<file path="src/vec_consts.svh">
// #########################################################
// Vector decode constants
// #########################################################
`ifndef VEC_CONSTS_SVH
`define VEC_CONSTS_SVH

// 32-bit lanes per micro-op
`define VEC_LANES 2

// Largest register group, sizes the register offset
`define VEC_MAX_GROUP 8

// Width of the vl input
`define VEC_VL_W 8

`endif

</file>
<file path="src/vec_types_pkg.sv">
// #########################################################
// Vector decode types
// #########################################################
`include "vec_consts.svh"

package vec_types_pkg;

    // Major opcodes of vector instructions
    typedef enum logic [6:0] {
        VMOC_LOAD    = 7'b0000111,
        VMOC_STORE   = 7'b0100111,
        VMOC_ALU_CFG = 7'b1010111
    } vmajoropcode_t;

    // Arithmetic format from funct3
    typedef enum logic [2:0] {
        OPIVV, OPFVV, OPMVV, OPIVI, OPIVX, OPFVF, OPMVX, OPCFG
    } vfunct3_t;

    // Memory addressing mode
    typedef enum logic [1:0] {
        MOP_UNIT, MOP_UINDEXED, MOP_STRIDED, MOP_OINDEXED
    } mop_t;

    // Memory element width field
    typedef enum logic [2:0] {
        WIDTH8  = 3'b000,
        WIDTH16 = 3'b101,
        WIDTH32 = 3'b110
    } width_t;

    typedef enum logic [1:0] {SEW8, SEW16, SEW32} vsew_t;

    // OPI funct6, narrowing shifts and widening reductions included
    typedef enum logic [5:0] {
        VADD = 6'b000000, VSUB = 6'b000010, VRSUB = 6'b000011,
        VMINU = 6'b000100, VMIN = 6'b000101, VMAXU = 6'b000110, VMAX = 6'b000111,
        VAND = 6'b001001, VOR = 6'b001010, VXOR = 6'b001011,
        VRGATHER = 6'b001100, VSLIDEUP = 6'b001110, VSLIDEDOWN = 6'b001111,
        VMERGE = 6'b010111, VSLL = 6'b100101, VSRL = 6'b101000, VSRA = 6'b101001,
        VNSRL = 6'b101100, VNSRA = 6'b101101,
        VWREDSUMU = 6'b110000, VWREDSUM = 6'b110001
    } vopi_t;

    // OPM funct6
    typedef enum logic [5:0] {
        VREDSUM = 6'b000000, VREDAND = 6'b000001, VREDOR = 6'b000010,
        VREDXOR = 6'b000011, VREDMINU = 6'b000100, VREDMIN = 6'b000101,
        VREDMAXU = 6'b000110, VREDMAX = 6'b000111, VWXUNARY0 = 6'b010000,
        VMANDN = 6'b011000, VMAND = 6'b011001, VMOR = 6'b011010, VMXOR = 6'b011011,
        VMORN = 6'b011100, VMNAND = 6'b011101, VMNOR = 6'b011110, VMXNOR = 6'b011111,
        VMULHU = 6'b100100, VMUL = 6'b100101, VMULH = 6'b100111,
        VMACC = 6'b101101, VNMSAC = 6'b101111,
        VWADDU = 6'b110000, VWADD = 6'b110001, VWMULU = 6'b111000, VWMUL = 6'b111011
    } vopm_t;

    // Execute unit select and per-unit operations
    typedef enum logic [2:0] {VFU_ALU, VFU_MUL, VFU_RED, VFU_MSK, VFU_PRM, VFU_MOV} vfu_t;

    typedef enum logic [3:0] {
        VALU_ADD, VALU_SUB, VALU_RSUB, VALU_MIN, VALU_MAX, VALU_AND, VALU_OR, VALU_XOR,
        VALU_SLL, VALU_SRL, VALU_SRA, VALU_MERGE, VALU_MUL, VALU_MULH, VALU_MACC, VALU_NMSAC
    } valuop_t;

    typedef enum logic [2:0] {
        VRED_SUM, VRED_AND, VRED_OR, VRED_XOR, VRED_MIN, VRED_MAX
    } vredop_t;

    typedef enum logic [2:0] {
        VMSK_AND, VMSK_NAND, VMSK_ANDN, VMSK_XOR, VMSK_OR, VMSK_NOR, VMSK_ORN, VMSK_XNOR
    } vmaskop_t;

    typedef enum logic [1:0] {VPRM_CPS, VPRM_GATHER, VPRM_SLIDEUP, VPRM_SLIDEDOWN} vpermop_t;

    // 16 bits
    typedef struct packed {
        vfu_t     vfu;
        valuop_t  valuop;
        vredop_t  vredop;
        vmaskop_t vmaskop;
        vpermop_t vpermop;
        logic     vopunsigned;
    } vexec_t;

    typedef enum logic [1:0] {NOT_CFG, VSETVLI, VSETIVLI, VSETVL} vsetvl_t;

    typedef enum logic {RC_SCALAR, RC_VECTOR} regclass_t;

    typedef struct packed {
        regclass_t  regclass;
        logic [4:0] regidx;
    } regsel_t;

    // Full decoded bundle
    typedef struct packed {
        vsetvl_t                vsetvl_type;
        logic [10:0]            vtype_imm;
        logic [4:0]             vimm;
        regsel_t                vd_sel;
        regsel_t                vs1_sel;
        regsel_t                vs2_sel;
        logic                   sregwen;
        logic                   vregwen;
        logic                   vxin1_use_imm;
        logic                   vxin1_use_rs1;
        logic                   vxin2_use_rs2;
        vsew_t                  veew_src1;
        vsew_t                  veew_src2;
        vsew_t                  veew_dest;
        logic                   vmemrden;
        logic                   vmemwren;
        logic                   vunitstride;
        logic                   vstrided;
        logic                   vindexed;
        vexec_t                 vexec;
        logic [`VEC_VL_W-1:0]   vuop_num;
        logic                   vbank_offset;
        logic [`VEC_LANES-1:0]  vlaneactive;
    } vcontrol_t;

endpackage

</file>
<file path="src/vec_uop_gen_if.sv">
// #########################################################
// Micro-op generator link
// #########################################################
`timescale 1ns/100ps
`include "vec_consts.svh"

interface vec_uop_gen_if;
    import vec_types_pkg::*;

    // Request side
    logic                             gen_valid;
    logic                             stall;
    vsew_t                            veew;
    logic [`VEC_VL_W-1:0]             vl;

    // Per micro-op fields
    logic [`VEC_VL_W-1:0]             vuop_num;
    logic                             vbank_offset;
    logic [$clog2(`VEC_MAX_GROUP)-1:0] vreg_offset;
    logic [`VEC_LANES-1:0]            vlane_active;
    logic                             issue;
    logic                             busy;

    modport ctrl (
        output gen_valid, stall, veew, vl,
        input  vuop_num, vbank_offset, vreg_offset, vlane_active, issue, busy
    );

    modport gen (
        input  gen_valid, stall, veew, vl,
        output vuop_num, vbank_offset, vreg_offset, vlane_active, issue, busy
    );
endinterface
</file>
<file path="src/vec_decode_top.sv">
// #########################################################
// Vector decode top level
// #########################################################
`timescale 1ns/100ps
`include "vec_consts.svh"

module vec_decode_top (
    input  logic                      CLK,
    input  logic                      reset,
    input  logic [31:0]               instr,
    // Held steady while vbusy is high
    input  logic                      vvalid,
    input  logic                      stall,
    input  vec_types_pkg::vsew_t      vsew,
    input  logic [`VEC_VL_W-1:0]      vl,
    output vec_types_pkg::vcontrol_t  vcontrol,
    output logic                      vissue,
    output logic                      vbusy,
    output logic                      vdecode_err
);

    vec_decode_unit u_decode_unit (
        .CLK         (CLK),
        .reset       (reset),
        .instr       (instr),
        .vvalid      (vvalid),
        .stall       (stall),
        .vsew        (vsew),
        .vl          (vl),
        .vcontrol    (vcontrol),
        .vissue      (vissue),
        .vbusy       (vbusy),
        .vdecode_err (vdecode_err)
    );

endmodule

</file>
<file path="src/vec_decode_unit.sv">
// #########################################################
// Vector instruction decode
// #########################################################
`timescale 1ns/100ps
`include "vec_consts.svh"

module vec_decode_unit (
    input  logic                      CLK,
    input  logic                      reset,
    input  logic [31:0]               instr,
    input  logic                      vvalid,
    input  logic                      stall,
    input  vec_types_pkg::vsew_t      vsew,
    input  logic [`VEC_VL_W-1:0]      vl,
    output vec_types_pkg::vcontrol_t  vcontrol,
    output logic                      vissue,
    output logic                      vbusy,
    output logic                      vdecode_err
);
    import vec_types_pkg::*;

    logic [4:0]    vd, vs1, vs2, roff;
    vmajoropcode_t vmajor;
    vfunct3_t      vfunct3;
    mop_t          mop;
    width_t        vmem_width;
    vopi_t         vopi;
    vopm_t         vopm;
    logic          vmajor_valid, vload, vstore, valu, vcfg, vmeminstr;
    logic          is_opi, is_opm, sregwen;
    logic          vunitstride, vstrided, vindexed, vwidening, vnarrowing;
    vsew_t         vmem_eew, twice_vsew, veew_src2, veew_dest;
    vexec_t        vexec_opi, vexec_opm;
    logic          vopi_valid, vopm_valid, vexec_valid;

    // Field extraction, vd doubles as store data vs3
    assign vd         = instr[11:7];
    assign vs1        = instr[19:15];
    assign vs2        = instr[24:20];
    assign vmajor     = vmajoropcode_t'(instr[6:0]);
    assign vfunct3    = vfunct3_t'(instr[14:12]);
    assign vmem_width = width_t'(instr[14:12]);
    assign mop        = mop_t'(instr[27:26]);
    assign vopi       = vopi_t'(instr[31:26]);
    assign vopm       = vopm_t'(instr[31:26]);

    // Instruction class
    assign vmajor_valid = vmajor inside {VMOC_LOAD, VMOC_STORE, VMOC_ALU_CFG};
    assign vload        = (vmajor == VMOC_LOAD);
    assign vstore       = (vmajor == VMOC_STORE);
    assign valu         = (vmajor == VMOC_ALU_CFG);
    assign vmeminstr    = vload || vstore;
    assign vcfg         = valu && (vfunct3 == OPCFG);
    assign is_opi       = valu && (vfunct3 inside {OPIVV, OPIVI, OPIVX});
    assign is_opm       = valu && (vfunct3 inside {OPMVV, OPMVX});

    // vset* kind from the top bits
    always_comb begin
        vcontrol.vsetvl_type = NOT_CFG;
        vcontrol.vtype_imm   = '0;
        if (vcfg) begin
            if (!instr[31]) begin
                vcontrol.vsetvl_type = VSETVLI;
                vcontrol.vtype_imm   = instr[30:20];
            end else if (instr[30]) begin
                vcontrol.vsetvl_type = VSETIVLI;
                vcontrol.vtype_imm   = {1'b0, instr[29:20]};
            end else begin
                vcontrol.vsetvl_type = VSETVL;
            end
        end
    end
    assign vcontrol.vimm = vs1;

    // Write enables, vset* and vmv.x.s write the scalar file
    assign sregwen          = vcfg || (valu && vfunct3 == OPMVV && vopm == VWXUNARY0);
    assign vcontrol.sregwen = sregwen;
    assign vcontrol.vregwen = vmajor_valid && !sregwen && !vstore;

    // Operand sources
    assign vcontrol.vxin1_use_imm = valu && (vfunct3 == OPIVI);
    assign vcontrol.vxin1_use_rs1 = vmeminstr || (valu && vfunct3 inside {OPIVX, OPFVF, OPMVX});
    // Stride comes from rs2
    assign vcontrol.vxin2_use_rs2 = vstrided;

    // Memory flags
    assign vunitstride = vmeminstr && (mop == MOP_UNIT);
    assign vstrided    = vmeminstr && (mop == MOP_STRIDED);
    assign vindexed    = vmeminstr && (mop inside {MOP_UINDEXED, MOP_OINDEXED});

    assign vcontrol.vmemrden    = vload;
    assign vcontrol.vmemwren    = vstore;
    assign vcontrol.vunitstride = vunitstride;
    assign vcontrol.vstrided    = vstrided;
    assign vcontrol.vindexed    = vindexed;

    // Element widths
    assign vmem_eew   = (vmem_width == WIDTH8)  ? SEW8 :
                        (vmem_width == WIDTH16) ? SEW16 : SEW32;
    // One step up the width encoding
    assign twice_vsew = vsew_t'(2'(vsew) + 2'd1);
    assign vwidening  = (is_opi || is_opm) && (instr[31:30] == 2'b11);
    assign vnarrowing = is_opi && (vopi inside {VNSRL, VNSRA});

    // Index operand in vs2 uses the width field
    assign veew_src2 = vindexed   ? vmem_eew :
                       vnarrowing ? twice_vsew : vsew;
    // Indexed data follows vsew, other memory data the width field
    assign veew_dest = (vunitstride || vstrided) ? vmem_eew :
                       vindexed                  ? vsew :
                       vwidening                 ? twice_vsew : vsew;

    assign vcontrol.veew_src1 = vsew;
    assign vcontrol.veew_src2 = veew_src2;
    assign vcontrol.veew_dest = veew_dest;

    vec_opi_decode u_opi_decode (
        .vopi  (vopi),
        .vexec (vexec_opi),
        .valid (vopi_valid)
    );

    vec_opm_decode u_opm_decode (
        .vopm  (vopm),
        .vexec (vexec_opm),
        .valid (vopm_valid)
    );

    // Execute op select
    always_comb begin
        vexec_valid    = 1'b1;
        vcontrol.vexec = '0;
        if (vmeminstr) begin
            // Unsigned add for address generation
            vcontrol.vexec.valuop      = VALU_ADD;
            vcontrol.vexec.vopunsigned = 1'b1;
        end else if (is_opi && vopi_valid) begin
            vcontrol.vexec = vexec_opi;
        end else if (is_opm && vopm_valid) begin
            vcontrol.vexec = vexec_opm;
        end else begin
            vexec_valid = 1'b0;
        end
    end

    assign vdecode_err = vvalid && (!vmajor_valid || !(vexec_valid || vcfg));

    // Micro-op generator
    vec_uop_gen_if vug_if ();

    assign vug_if.gen_valid = vvalid;
    assign vug_if.stall     = stall;
    assign vug_if.veew      = veew_dest;
    assign vug_if.vl        = vl;

    vec_uop_gen u_uop_gen (
        .CLK    (CLK),
        .reset  (reset),
        .vug_if (vug_if)
    );

    // Register selects step with the group offset
    assign roff = 5'(vug_if.vreg_offset);
    assign vcontrol.vd_sel  = sregwen ? regsel_t'{regclass: RC_SCALAR, regidx: vd} :
                                        regsel_t'{regclass: RC_VECTOR, regidx: vd + roff};
    assign vcontrol.vs1_sel = regsel_t'{regclass: RC_VECTOR,
                                        regidx: (vstore ? vd : vs1) + roff};
    assign vcontrol.vs2_sel = regsel_t'{regclass: RC_VECTOR, regidx: vs2 + roff};

    assign vcontrol.vuop_num     = vug_if.vuop_num;
    assign vcontrol.vbank_offset = vug_if.vbank_offset;
    assign vcontrol.vlaneactive  = vug_if.vlane_active;
    assign vissue                = vug_if.issue;
    assign vbusy                 = vug_if.busy;

endmodule

</file>
<file path="src/vec_opi_decode.sv">
// #########################################################
// OPI funct6 decoder
// #########################################################
`timescale 1ns/100ps

module vec_opi_decode (
    input  vec_types_pkg::vopi_t  vopi,
    output vec_types_pkg::vexec_t vexec,
    output logic                  valid
);
    import vec_types_pkg::*;

    always_comb begin
        // ALU add by default
        vexec = '0;
        valid = 1'b1;
        case (vopi)
            VADD:       vexec.valuop = VALU_ADD;
            VSUB:       vexec.valuop = VALU_SUB;
            VRSUB:      vexec.valuop = VALU_RSUB;
            VMINU,
            VMIN:       vexec.valuop = VALU_MIN;
            VMAXU,
            VMAX:       vexec.valuop = VALU_MAX;
            VAND:       vexec.valuop = VALU_AND;
            VOR:        vexec.valuop = VALU_OR;
            VXOR:       vexec.valuop = VALU_XOR;
            VMERGE:     vexec.valuop = VALU_MERGE;
            VSLL:       vexec.valuop = VALU_SLL;
            // Narrowing shifts reuse the plain shifters
            VSRL,
            VNSRL:      vexec.valuop = VALU_SRL;
            VSRA,
            VNSRA:      vexec.valuop = VALU_SRA;
            VRGATHER:   vexec.vpermop = VPRM_GATHER;
            VSLIDEUP:   vexec.vpermop = VPRM_SLIDEUP;
            VSLIDEDOWN: vexec.vpermop = VPRM_SLIDEDOWN;
            VWREDSUMU,
            VWREDSUM:   vexec.vredop = VRED_SUM;
            // Reserved
            default:    valid = 1'b0;
        endcase

        // Unit follows the op group
        if (vopi inside {VRGATHER, VSLIDEUP, VSLIDEDOWN}) begin
            vexec.vfu = VFU_PRM;
        end else if (vopi inside {VWREDSUMU, VWREDSUM}) begin
            vexec.vfu = VFU_RED;
        end

        // Unsigned variants
        vexec.vopunsigned = vopi inside {VMINU, VMAXU, VSRL, VNSRL, VWREDSUMU};
    end

endmodule

</file>
<file path="src/vec_opm_decode.sv">
// #########################################################
// OPM funct6 decoder
// #########################################################
`timescale 1ns/100ps

module vec_opm_decode (
    input  vec_types_pkg::vopm_t  vopm,
    output vec_types_pkg::vexec_t vexec,
    output logic                  valid
);
    import vec_types_pkg::*;

    always_comb begin
        vexec = '0;
        valid = 1'b1;
        case (vopm)
            // Reductions
            VREDSUM:   vexec.vredop = VRED_SUM;
            VREDAND:   vexec.vredop = VRED_AND;
            VREDOR:    vexec.vredop = VRED_OR;
            VREDXOR:   vexec.vredop = VRED_XOR;
            VREDMINU,
            VREDMIN:   vexec.vredop = VRED_MIN;
            VREDMAXU,
            VREDMAX:   vexec.vredop = VRED_MAX;
            // Mask logicals
            VMANDN:    vexec.vmaskop = VMSK_ANDN;
            VMAND:     vexec.vmaskop = VMSK_AND;
            VMOR:      vexec.vmaskop = VMSK_OR;
            VMXOR:     vexec.vmaskop = VMSK_XOR;
            VMORN:     vexec.vmaskop = VMSK_ORN;
            VMNAND:    vexec.vmaskop = VMSK_NAND;
            VMNOR:     vexec.vmaskop = VMSK_NOR;
            VMXNOR:    vexec.vmaskop = VMSK_XNOR;
            // Multiplier, widening forms share the ops
            VMUL,
            VWMULU,
            VWMUL:     vexec.valuop = VALU_MUL;
            VMULHU,
            VMULH:     vexec.valuop = VALU_MULH;
            VMACC:     vexec.valuop = VALU_MACC;
            VNMSAC:    vexec.valuop = VALU_NMSAC;
            VWADDU,
            VWADD:     vexec.valuop = VALU_ADD;
            // Element move to scalar, no per-unit op
            VWXUNARY0: vexec.vfu = VFU_MOV;
            default:   valid = 1'b0;
        endcase

        if (vopm inside {[VREDSUM:VREDMAX]}) begin
            vexec.vfu = VFU_RED;
        end else if (vopm inside {[VMANDN:VMXNOR]}) begin
            vexec.vfu = VFU_MSK;
        end else if (vopm inside {VMUL, VMULHU, VMULH, VMACC, VNMSAC, VWMULU, VWMUL}) begin
            vexec.vfu = VFU_MUL;
        end

        vexec.vopunsigned = vopm inside {VREDMINU, VREDMAXU, VMULHU, VWADDU, VWMULU};
    end

endmodule

</file>
<file path="src/vec_uop_gen.sv">
// #########################################################
// Micro-op generator
// #########################################################
`timescale 1ns/100ps
`include "vec_consts.svh"

module vec_uop_gen (
    input logic        CLK,
    input logic        reset,
    vec_uop_gen_if.gen vug_if
);
    import vec_types_pkg::*;

    localparam int LANE_SH = $clog2(`VEC_LANES);
    localparam int ROFF_W  = $clog2(`VEC_MAX_GROUP);
    // One extra bit for the rounding add
    localparam int CW      = `VEC_VL_W + 1;

    logic [`VEC_VL_W-1:0] uop_cnt;
    logic                 busy_q;
    logic [1:0]           word_shift;
    logic [2:0]           uop_shift;
    logic [CW-1:0]        uop_elems;
    logic [CW-1:0]        n_uops;
    logic [CW-1:0]        last_num;
    logic                 last_uop;
    logic [15:0]          lane_word;

    // Elements per 32-bit word as a shift
    always_comb begin
        case (vug_if.veew)
            SEW8:    word_shift = 2'd2;
            SEW16:   word_shift = 2'd1;
            default: word_shift = 2'd0;
        endcase
    end

    // Elements per micro-op, lanes times elements per word
    assign uop_shift = 3'(word_shift) + 3'(LANE_SH);
    assign uop_elems = CW'(1) << uop_shift;

    // Ceiling of vl over micro-op size
    assign n_uops   = (CW'(vug_if.vl) + uop_elems - CW'(1)) >> uop_shift;
    // vl of zero still issues one micro-op
    assign last_num = (n_uops == '0) ? '0 : n_uops - CW'(1);
    assign last_uop = ({1'b0, uop_cnt} == last_num);

    // Issue whenever a request or an instruction in flight is not stalled
    assign vug_if.issue = (vug_if.gen_valid || busy_q) && !vug_if.stall;
    assign vug_if.busy  = busy_q;

    always_ff @(posedge CLK) begin
        if (reset) begin
            uop_cnt <= '0;
            busy_q  <= 1'b0;
        end else if (vug_if.issue) begin
            if (last_uop) begin
                // Wrap for the next instruction
                uop_cnt <= '0;
                busy_q  <= 1'b0;
            end else begin
                uop_cnt <= uop_cnt + 1'b1;
                busy_q  <= 1'b1;
            end
        end
    end

    assign vug_if.vuop_num     = uop_cnt;
    assign vug_if.vbank_offset = uop_cnt[0];
    assign vug_if.vreg_offset  = ROFF_W'(uop_cnt >> LANE_SH);

    // Lane live when its first element index is below vl
    always_comb begin
        lane_word = '0;
        for (int i = 0; i < `VEC_LANES; i++) begin
            lane_word = (16'(uop_cnt) << LANE_SH) + 16'(i);
            vug_if.vlane_active[i] = (lane_word << word_shift) < 16'(vug_if.vl);
        end
    end

endmodule

</file>
<file path="config.mk">
export PLATFORM = sky130hd
export DESIGN_NAME = vec_decode_top
export DESIGN_NICKNAME = d
export VERILOG_FILES = /design/src/vec_types_pkg.sv /design/src/vec_uop_gen_if.sv /design/src/vec_decode_top.sv /design/src/vec_decode_unit.sv /design/src/vec_opi_decode.sv /design/src/vec_opm_decode.sv /design/src/vec_uop_gen.sv
export VERILOG_INCLUDE_DIRS = /design/src
export SDC_FILE = /design/constraint.sdc
export NUM_CORES = 1
export LEC_CHECK = 0
export BUFFER_PORTS_ARGS = -buffer_cell sky130_fd_sc_hd__buf_4
export CORE_MARGIN = 2
export CORE_UTILIZATION = 30
export CTS_CLUSTER_DIAMETER = 120
export DETAILED_ROUTE_END_ITERATION = 8
export HOLD_SLACK_MARGIN = 0.08
export PLACE_DENSITY = 0.53
export SLEW_MARGIN = 0
export SYNTH_ARGS = -nofsm -noshare
export SYNTH_HDL_FRONTEND = slang
export SYNTH_HIERARCHICAL = 1
export SYNTH_SLANG_ARGS = --single-unit
</file>
<file path="constraint.sdc">
create_clock -name CLK -period 5.9 [get_ports CLK]
set_input_delay 0.295 -clock CLK [delete_from_list [all_inputs] [get_ports CLK]]
set_output_delay 0.295 -clock CLK [all_outputs]
set_load 0.02 [all_outputs]
</file>
Yosys cells after proc, flatten, opt, wreduce, memory -nomap -nowiden
Index checks and enable logic that the tools add are counted.
- bits of input ports: 46
- logic and storage cells: 168
- bits in registers: 9
- output and inout bits: 82
- mux-type cells: 39
- $add $sub $neg: 10
- reduce and logical (&&, ||, !) cells: 57
- order comparisons: 6
- shift operators: 4
- eq/ne operators: 50
- operator list (operator ; count):
    $eq A6 B6 Y1 const B ; 12
    $eq A6 B5 Y1 const B ; 10
    $pmux W4 S11 ; 1
    $eq A6 B4 Y1 const B ; 6
    $lt A16 B8 Y1 ; 2
    $mux W16 ; 2
    $mux W13 ; 2
    $reduce_or A26 Y1 ; 1
    $eq A6 B3 Y1 const B ; 4
    $pmux W3 S7 ; 1
    $reduce_or A21 Y1 ; 1
    $logic_and A1 B1 Y1 ; 20
    $mux W3 ; 6
    $sub A9 B1 Y9 const B ; 2
    $mux W2 ; 8
    $mux W8 ; 2
    $pmux W4 S4 ; 1
    $shl A10 B2 Y16 ; 1
    $shl A9 B2 Y16 ; 1
    $add A5 B3 Y5 ; 3
    $pmux W3 S5 ; 1
    $eq A3 B3 Y1 const B ; 4
    $eq A6 B2 Y1 const B ; 2
    $reduce_bool A3 Y1 ; 4
    other kinds (38) ; 69

Longest topological paths before layout
- depth after elaboration: 19
- depth in mapped cells: 26
- depth with buffers taken out: 25

By module
Netlist, hierarchy kept.
- modules (own cells, without submodules) (module ; cells each ; area each (µm²) ; sequential area each (µm²) ; instances):
    vec_uop_gen ; 274 ; 1969.4 ; 180.2 ; 1
    vec_decode_unit ; 168 ; 1261.2 ; 0.0 ; 1
    vec_opi_decode ; 62 ; 387.9 ; 0.0 ; 1
    vec_opm_decode ; 55 ; 319.1 ; 0.0 ; 1

Worst setup path after synthesis
Ideal clock, no wire load.
- path type: input -> register
- start: input instr[3]
- end: register u_decode_unit.u_uop_gen.uop_cnt[1] (netlist: u_decode_unit/u_uop_gen/vug_if.vuop_num[1])
- arrival time: 5.927 ns
- path buffers: 1
- path slack: -0.098 ns
- stages on the path: 26
- library setup time: 0.070 ns
- data required time: 5.830 ns
- cells stage by stage: nand4b_4 -> nor2_1 -> a211oi_1 -> nor4_1 -> buf_2 -> inv_1 -> nor2_1 -> inv_1 -> ha_1 -> inv_1 -> ha_1 -> a211oi_2 -> nor2_1 -> xor2_1 -> a21oi_1 -> nor2_1 -> a21oi_1 -> ha_1 -> inv_1 -> a31oi_1 -> and3_1 -> and2_2 -> mux2_1 -> o211ai_1 -> o311ai_0 -> a21oi_1
- RTL lines (element ; line ; source):
    start: declaration ; vec_decode_top.sv:10 ; input logic [31:0] instr,
    end signal: assignment ; vec_uop_gen.sv:62 ; uop_cnt <= uop_cnt + 1'b1;
    end: declaration ; vec_uop_gen.sv:19 ; logic [`VEC_VL_W-1:0] uop_cnt;

Worst setup path in the final report
- start: input instr[30]
- end: register u_decode_unit.u_uop_gen.uop_cnt[7] (netlist: u_decode_unit/u_uop_gen/vug_if.vuop_num[7])
- longest elaborated chain between the ends: 16
- elaborated cells between the ends (all ways): 18
- those cells by class: add/sub: 4; eq/ne: 3; shift: 2; mux: 6; reduce/logical: 3
- ends and longest elaborated chain (element ; line ; source):
    $eq A2 B2 Y1 * ; vec_decode_unit.sv:102 ; assign vwidening = (is_opi || is_opm) && (instr[31:30] == 2'b11);
    $logic_and A1 B1 Y1 * ; vec_decode_unit.sv:102 ;
    $mux W2 * ; vec_decode_unit.sv:111 ; vwidening ? twice_vsew : vsew;
    $mux W2 * ; vec_decode_unit.sv:110 ; vindexed ? vsew :
    $mux W2 * ; vec_decode_unit.sv:109 ; assign veew_dest = (vunitstride || vstrided) ? vmem_eew :
    $eq A2 B1 Y1 / $logic_not A2 Y1 (equally long branches) ; vec_uop_gen.sv:31 ; case (vug_if.veew)
    $pmux W2 S2 * ; vec_uop_gen.sv:31 ;
    $add A2 B1 Y3 * ; vec_uop_gen.sv:39 ; assign uop_shift = 3'(word_shift) + 3'(LANE_SH);
    $shl A1 B3 Y9 ; vec_uop_gen.sv:40 ; assign uop_elems = CW'(1) << uop_shift;
    $add A8 B9 Y9 ; vec_uop_gen.sv:43 ; assign n_uops = (CW'(vug_if.vl) + uop_elems - CW'(1)) >> uop_shift;
    $sub A9 B1 Y9 ; vec_uop_gen.sv:43 ;
    $shr A9 B3 Y9 * ; vec_uop_gen.sv:43 ;
    $sub A9 B1 Y9 / $logic_not A9 Y1 (equally long branches) ; vec_uop_gen.sv:45 ; assign last_num = (n_uops == '0) ? '0 : n_uops - CW'(1);
    $mux W9 * ; vec_uop_gen.sv:45 ;
    $eq A8 B9 Y1 * ; vec_uop_gen.sv:46 ; assign last_uop = ({1'b0, uop_cnt} == last_num);
    $mux W8 * ; vec_uop_gen.sv:57 ; if (last_uop) begin
Mark *: on every way between the ends. The rest lies on a longest branch, timed or not.
A chain may end at the register's enable or synchronous reset.

==> impl_metrics.ini <==
[setup_path]
rr_startpoint = u_decode_unit/u_uop_gen/vug_if.vuop_num[2]
ff2ff_path_depth = 7
worst-endpoint-arrival_ns = 5.45
maximum_fanout_along_the_worst_path = 33
crit_required_ns = 6.04
setup.worst_path.start_class = input pin
critical_path.endpoint_type = register
r2r-end = u_decode_unit/u_uop_gen/vug_if.vuop_num[7]
setup.worst_path.class = input pin to register
r2r_setup_slack_ns = 3.54

[sta]
slew_headroom = 0.5288
finalSetupTns_ns = 0
timing.final.crit_share = 0.8993
final.setup_skew_ns = 0.0009547
max_freq_mhz = 188.5
rsz_0062_raised_after_global_routing = false
setup_violations = 0
timing.final.hold_violations = 0
period_needed_ns = 5.306
transition_time_at_the_pin_with_the_least_slew_margin_ns = 0.6889
report.final.slew_viol_count = 0

[floorplan]
floorplan.io_pins = 128
die-width_um = 118.6
floorplan.rows = 41
fp.dieArea_um2 = 14060
floorplan.die.height_um = 118.6
initial_cell_density_of_the_core = 0.3095
placeableCoreArea_um2 = 12720

[drt]
antenna_left = 0
drt_first_pass_iters = 5
drc = 0
num_vias = 4336
drt_iter0_drc = 293
post_drt_wl_per_cell_um = 14.91
detail_route.wirelength_um = 12150
avgViaCountPerCell = 5.320

[hold_path]
hold_path_startpoint = reset
min_delay_worst_endpoint = u_decode_unit/u_uop_gen/vug_if.vuop_num[1]
hold-path-cell-count = 2
class_of_the_worst_hold_path = input pin to register

[global_routing]
grt_antenna_before_repair = 0
groute.usage.overall = 0.1617
grt_first_pass_wirelength_um = 19390
first_global_vias = 3919
maximum_number_of_pins_on_one_net_before_global_route_repair = 37
global_route.overflow_total = 0

[clock_tree]
cts-root-to-sink-buffers = 2
cts_tree = built
ctsRootBufferMaster = sky130_fd_sc_hd__clkbuf_16
clk_pin_slew_ns = 0.04
worstSkewPairLatency_ns = 0.23
cts_inserted_buffers = 3
clk_sink_count = 9
htreeDepth = 1

[synthesis]
synth_area_leader_cell = sky130_fd_sc_hd__ha_1
sequential_element_share_of_the_synthesized_area = 0.04576
synth.ff_latch_count = 9
synth_async_sr_flop_share = 0
synthesized_cell_area_um2 = 3938
synth_cells = 559
synth_edf_count = 0
synth-main-ff-cell = sky130_fd_sc_hd__dfxtp_1
synth_area_per_cell_um2 = 7.044
yosysTopAreaCellShare = 0.09851
yosys_warnings = 6
yosysUniqueCellTypes = 83
synth.area.top_cells = sky130_fd_sc_hd__ha_1 (9.9%), sky130_fd_sc_hd__buf_4 (6.9%), sky130_fd_sc_hd__dfxtp_1 (4.6%)

[placement]
routability_congestion_estimate = 0.8781
placedInstanceArea_um2 = 4833
hpwl_um = 9484
place.port_buffers = 125

[cells_and_area]
layout.filler_cells = 1349
finalInstanceArea_um2 = 4941
antenna_cells_inserted = 0
final_nets = 725
drive_above_1_share = 0.2613
syn2layout_area_growth_pct = 25.48
most_frequent_cells_in_the_layout = sky130_fd_sc_hd__buf_4 (138), sky130_fd_sc_hd__nor2_1 (44), sky130_fd_sc_hd__inv_1 (42)
layout_commonest_cell = sky130_fd_sc_hd__buf_4

[flow_run]
cap_viol_max_count = 0

[pwr]
p_per_area_nw_per_um2 = 116.0
leakagePower_nw = 2.265
irDropWorstVdd_v = 0.0001027

[outcome]
status = finished, final reports clean
## sequential cells by signal, summed over array words and instances (netlist names)
signal / flops
u_decode_unit/u_uop_gen/vug_if.vuop_num: 8
u_decode_unit/u_uop_gen/vug_if.busy: 1
## worst max-delay path by stage
stage,from,end,slack [ns],cells past startpoint
floorplan,instr[3],u_decode_unit/u_uop_gen/vug_if.vuop_num[1],0.16,26
global placement,instr[30],u_decode_unit/u_uop_gen/vug_if.vuop_num[0],0.42,22
detailed placement,instr[30],u_decode_unit/u_uop_gen/vug_if.vuop_num[3],0.25,23
CTS,instr[30],u_decode_unit/u_uop_gen/vug_if.vuop_num[7],0.44,23
global route,instr[30],u_decode_unit/u_uop_gen/vug_if.vuop_num[2],0.10,26
finish,instr[30],u_decode_unit/u_uop_gen/vug_if.vuop_num[7],0.59,22
## Yosys cell counts, types with 4 or more instances
library cell and count:
sky130_fd_sc_hd__a22o_1 15, sky130_fd_sc_hd__xor2_1 17, sky130_fd_sc_hd__and3_1 11, sky130_fd_sc_hd__nor2b_1 9, sky130_fd_sc_hd__a31oi_1 5, sky130_fd_sc_hd__mux2_2 10, sky130_fd_sc_hd__ha_1 31, sky130_fd_sc_hd__xnor2_1 15
sky130_fd_sc_hd__nand3_1 9, sky130_fd_sc_hd__buf_2 9, sky130_fd_sc_hd__inv_1 42, sky130_fd_sc_hd__buf_4 36, sky130_fd_sc_hd__nand3b_1 6, sky130_fd_sc_hd__a211oi_1 9, sky130_fd_sc_hd__fa_1 4, sky130_fd_sc_hd__and2_1 14
sky130_fd_sc_hd__dfxtp_1 9, sky130_fd_sc_hd__nor4_1 5, sky130_fd_sc_hd__or3_1 6, sky130_fd_sc_hd__a21oi_1 23, sky130_fd_sc_hd__mux2i_1 11, sky130_fd_sc_hd__clkbuf_1 17, sky130_fd_sc_hd__nor3_1 20, sky130_fd_sc_hd__nand2_1 37
sky130_fd_sc_hd__nor4bb_1 4, sky130_fd_sc_hd__nand4_1 11, sky130_fd_sc_hd__nor2_1 44, sky130_fd_sc_hd__o2111ai_1 4, sky130_fd_sc_hd__nand2b_1 4, sky130_fd_sc_hd__o211ai_1 9, sky130_fd_sc_hd__nor3b_1 4, sky130_fd_sc_hd__a21o_1 5
sky130_fd_sc_hd__o21ai_0 30
## critical path: stages
cell,delay (ns)
sky130_fd_sc_hd__buf_4,0.27
sky130_fd_sc_hd__nand3_1,0.17
sky130_fd_sc_hd__a2111oi_4,0.44
sky130_fd_sc_hd__xnor2_1,0.16
sky130_fd_sc_hd__mux2i_4,0.25
sky130_fd_sc_hd__inv_2,0.14
sky130_fd_sc_hd__ha_1,0.29
sky130_fd_sc_hd__inv_1,0.06
sky130_fd_sc_hd__ha_1,0.18
sky130_fd_sc_hd__inv_1,0.06
sky130_fd_sc_hd__fa_1,0.42
sky130_fd_sc_hd__nand2b_1,0.22
sky130_fd_sc_hd__a21o_1,0.19
sky130_fd_sc_hd__a211o_1,0.36
sky130_fd_sc_hd__a222oi_1,0.46
sky130_fd_sc_hd__and3_1,0.25
sky130_fd_sc_hd__and2_2,0.18
sky130_fd_sc_hd__mux2_1,0.32
sky130_fd_sc_hd__o211ai_1,0.29
sky130_fd_sc_hd__nor4_4,0.08
sky130_fd_sc_hd__buf_4,0.17
sky130_fd_sc_hd__nor3_1,0.21
## metrics by stage
| stage | worst slack (ns) | total power, mW | hold WS [ns] | utilization | instances |
|---|---|---|---|---|---|
| finish | 0.5943 | 0.5733 | 0.3065 | 0.3884 | 815 |
| global route | 0.1026 | 0.6173 | 0.3256 | 0.3884 | 815 |
| CTS | 0.4441 | 0.5730 | 0.3041 | 0.3861 | 814 |
| detailed placement | 0.2489 | 0.4522 | 0.5263 | 0.3799 | 810 |
| global placement | 0.4183 | 0.4474 | 0.5302 | 0.3799 | 810 |
| floorplan | 0.1641 | 0.3385 | 0.5726 | - | 567 |
## routing by layer
layer  global-route usage  routed length [um]  up-vias
met4              0.01711                  81        0
li1                     -                   -     2170
met1               0.2258                5772     2019
met2               0.2769                5715      139
met5                    0                   0        -
met3              0.01544                 581        8
## where the power goes
group | switching, mW | leakage [nW] | internal, mW
clock network | 0.0286 | 0.0382 | 0.0902
logic | 0.220 | 2.15 | 0.165
registers | 0.00656 | 0.0730 | 0.0630
total | 0.255 | 2.27 | 0.318
## repair_timing
item | in CTS | in global routing
gates resized for setup | 0 | 2
endpoints found under the setup margin | 0 | 9
hold endpoints to repair | 0 | 0
hold buffers | 0 | 0
setup buffers | 0 | 1
## cell families after synthesis
family,after synthesis,share of synthesized area
xor+xnor,33,0.07690
mux,22,0.05942
simple gates,208,0.2993
buf+inv,109,0.1417
other cells,3,0.002860
flops,9,0.04576
compound gates,139,0.2526
fa+ha+maj,36,0.1214
## final cells by class
| cell class | count | area [um2] | area share |
|---|---|---|---|
| inverter | 43 | 161.4 | 0.03267 |
| timing repair buffer | 138 | 1036 | 0.2097 |
| sequential | 9 | 180.2 | 0.03646 |
| clock buffer | 4 | 78.83 | 0.01595 |
| multi-input combinational | 449 | 3269 | 0.6617 |
| tap | 172 | 215.2 | 0.04356 |
Power figures use the tool's default switching activity.
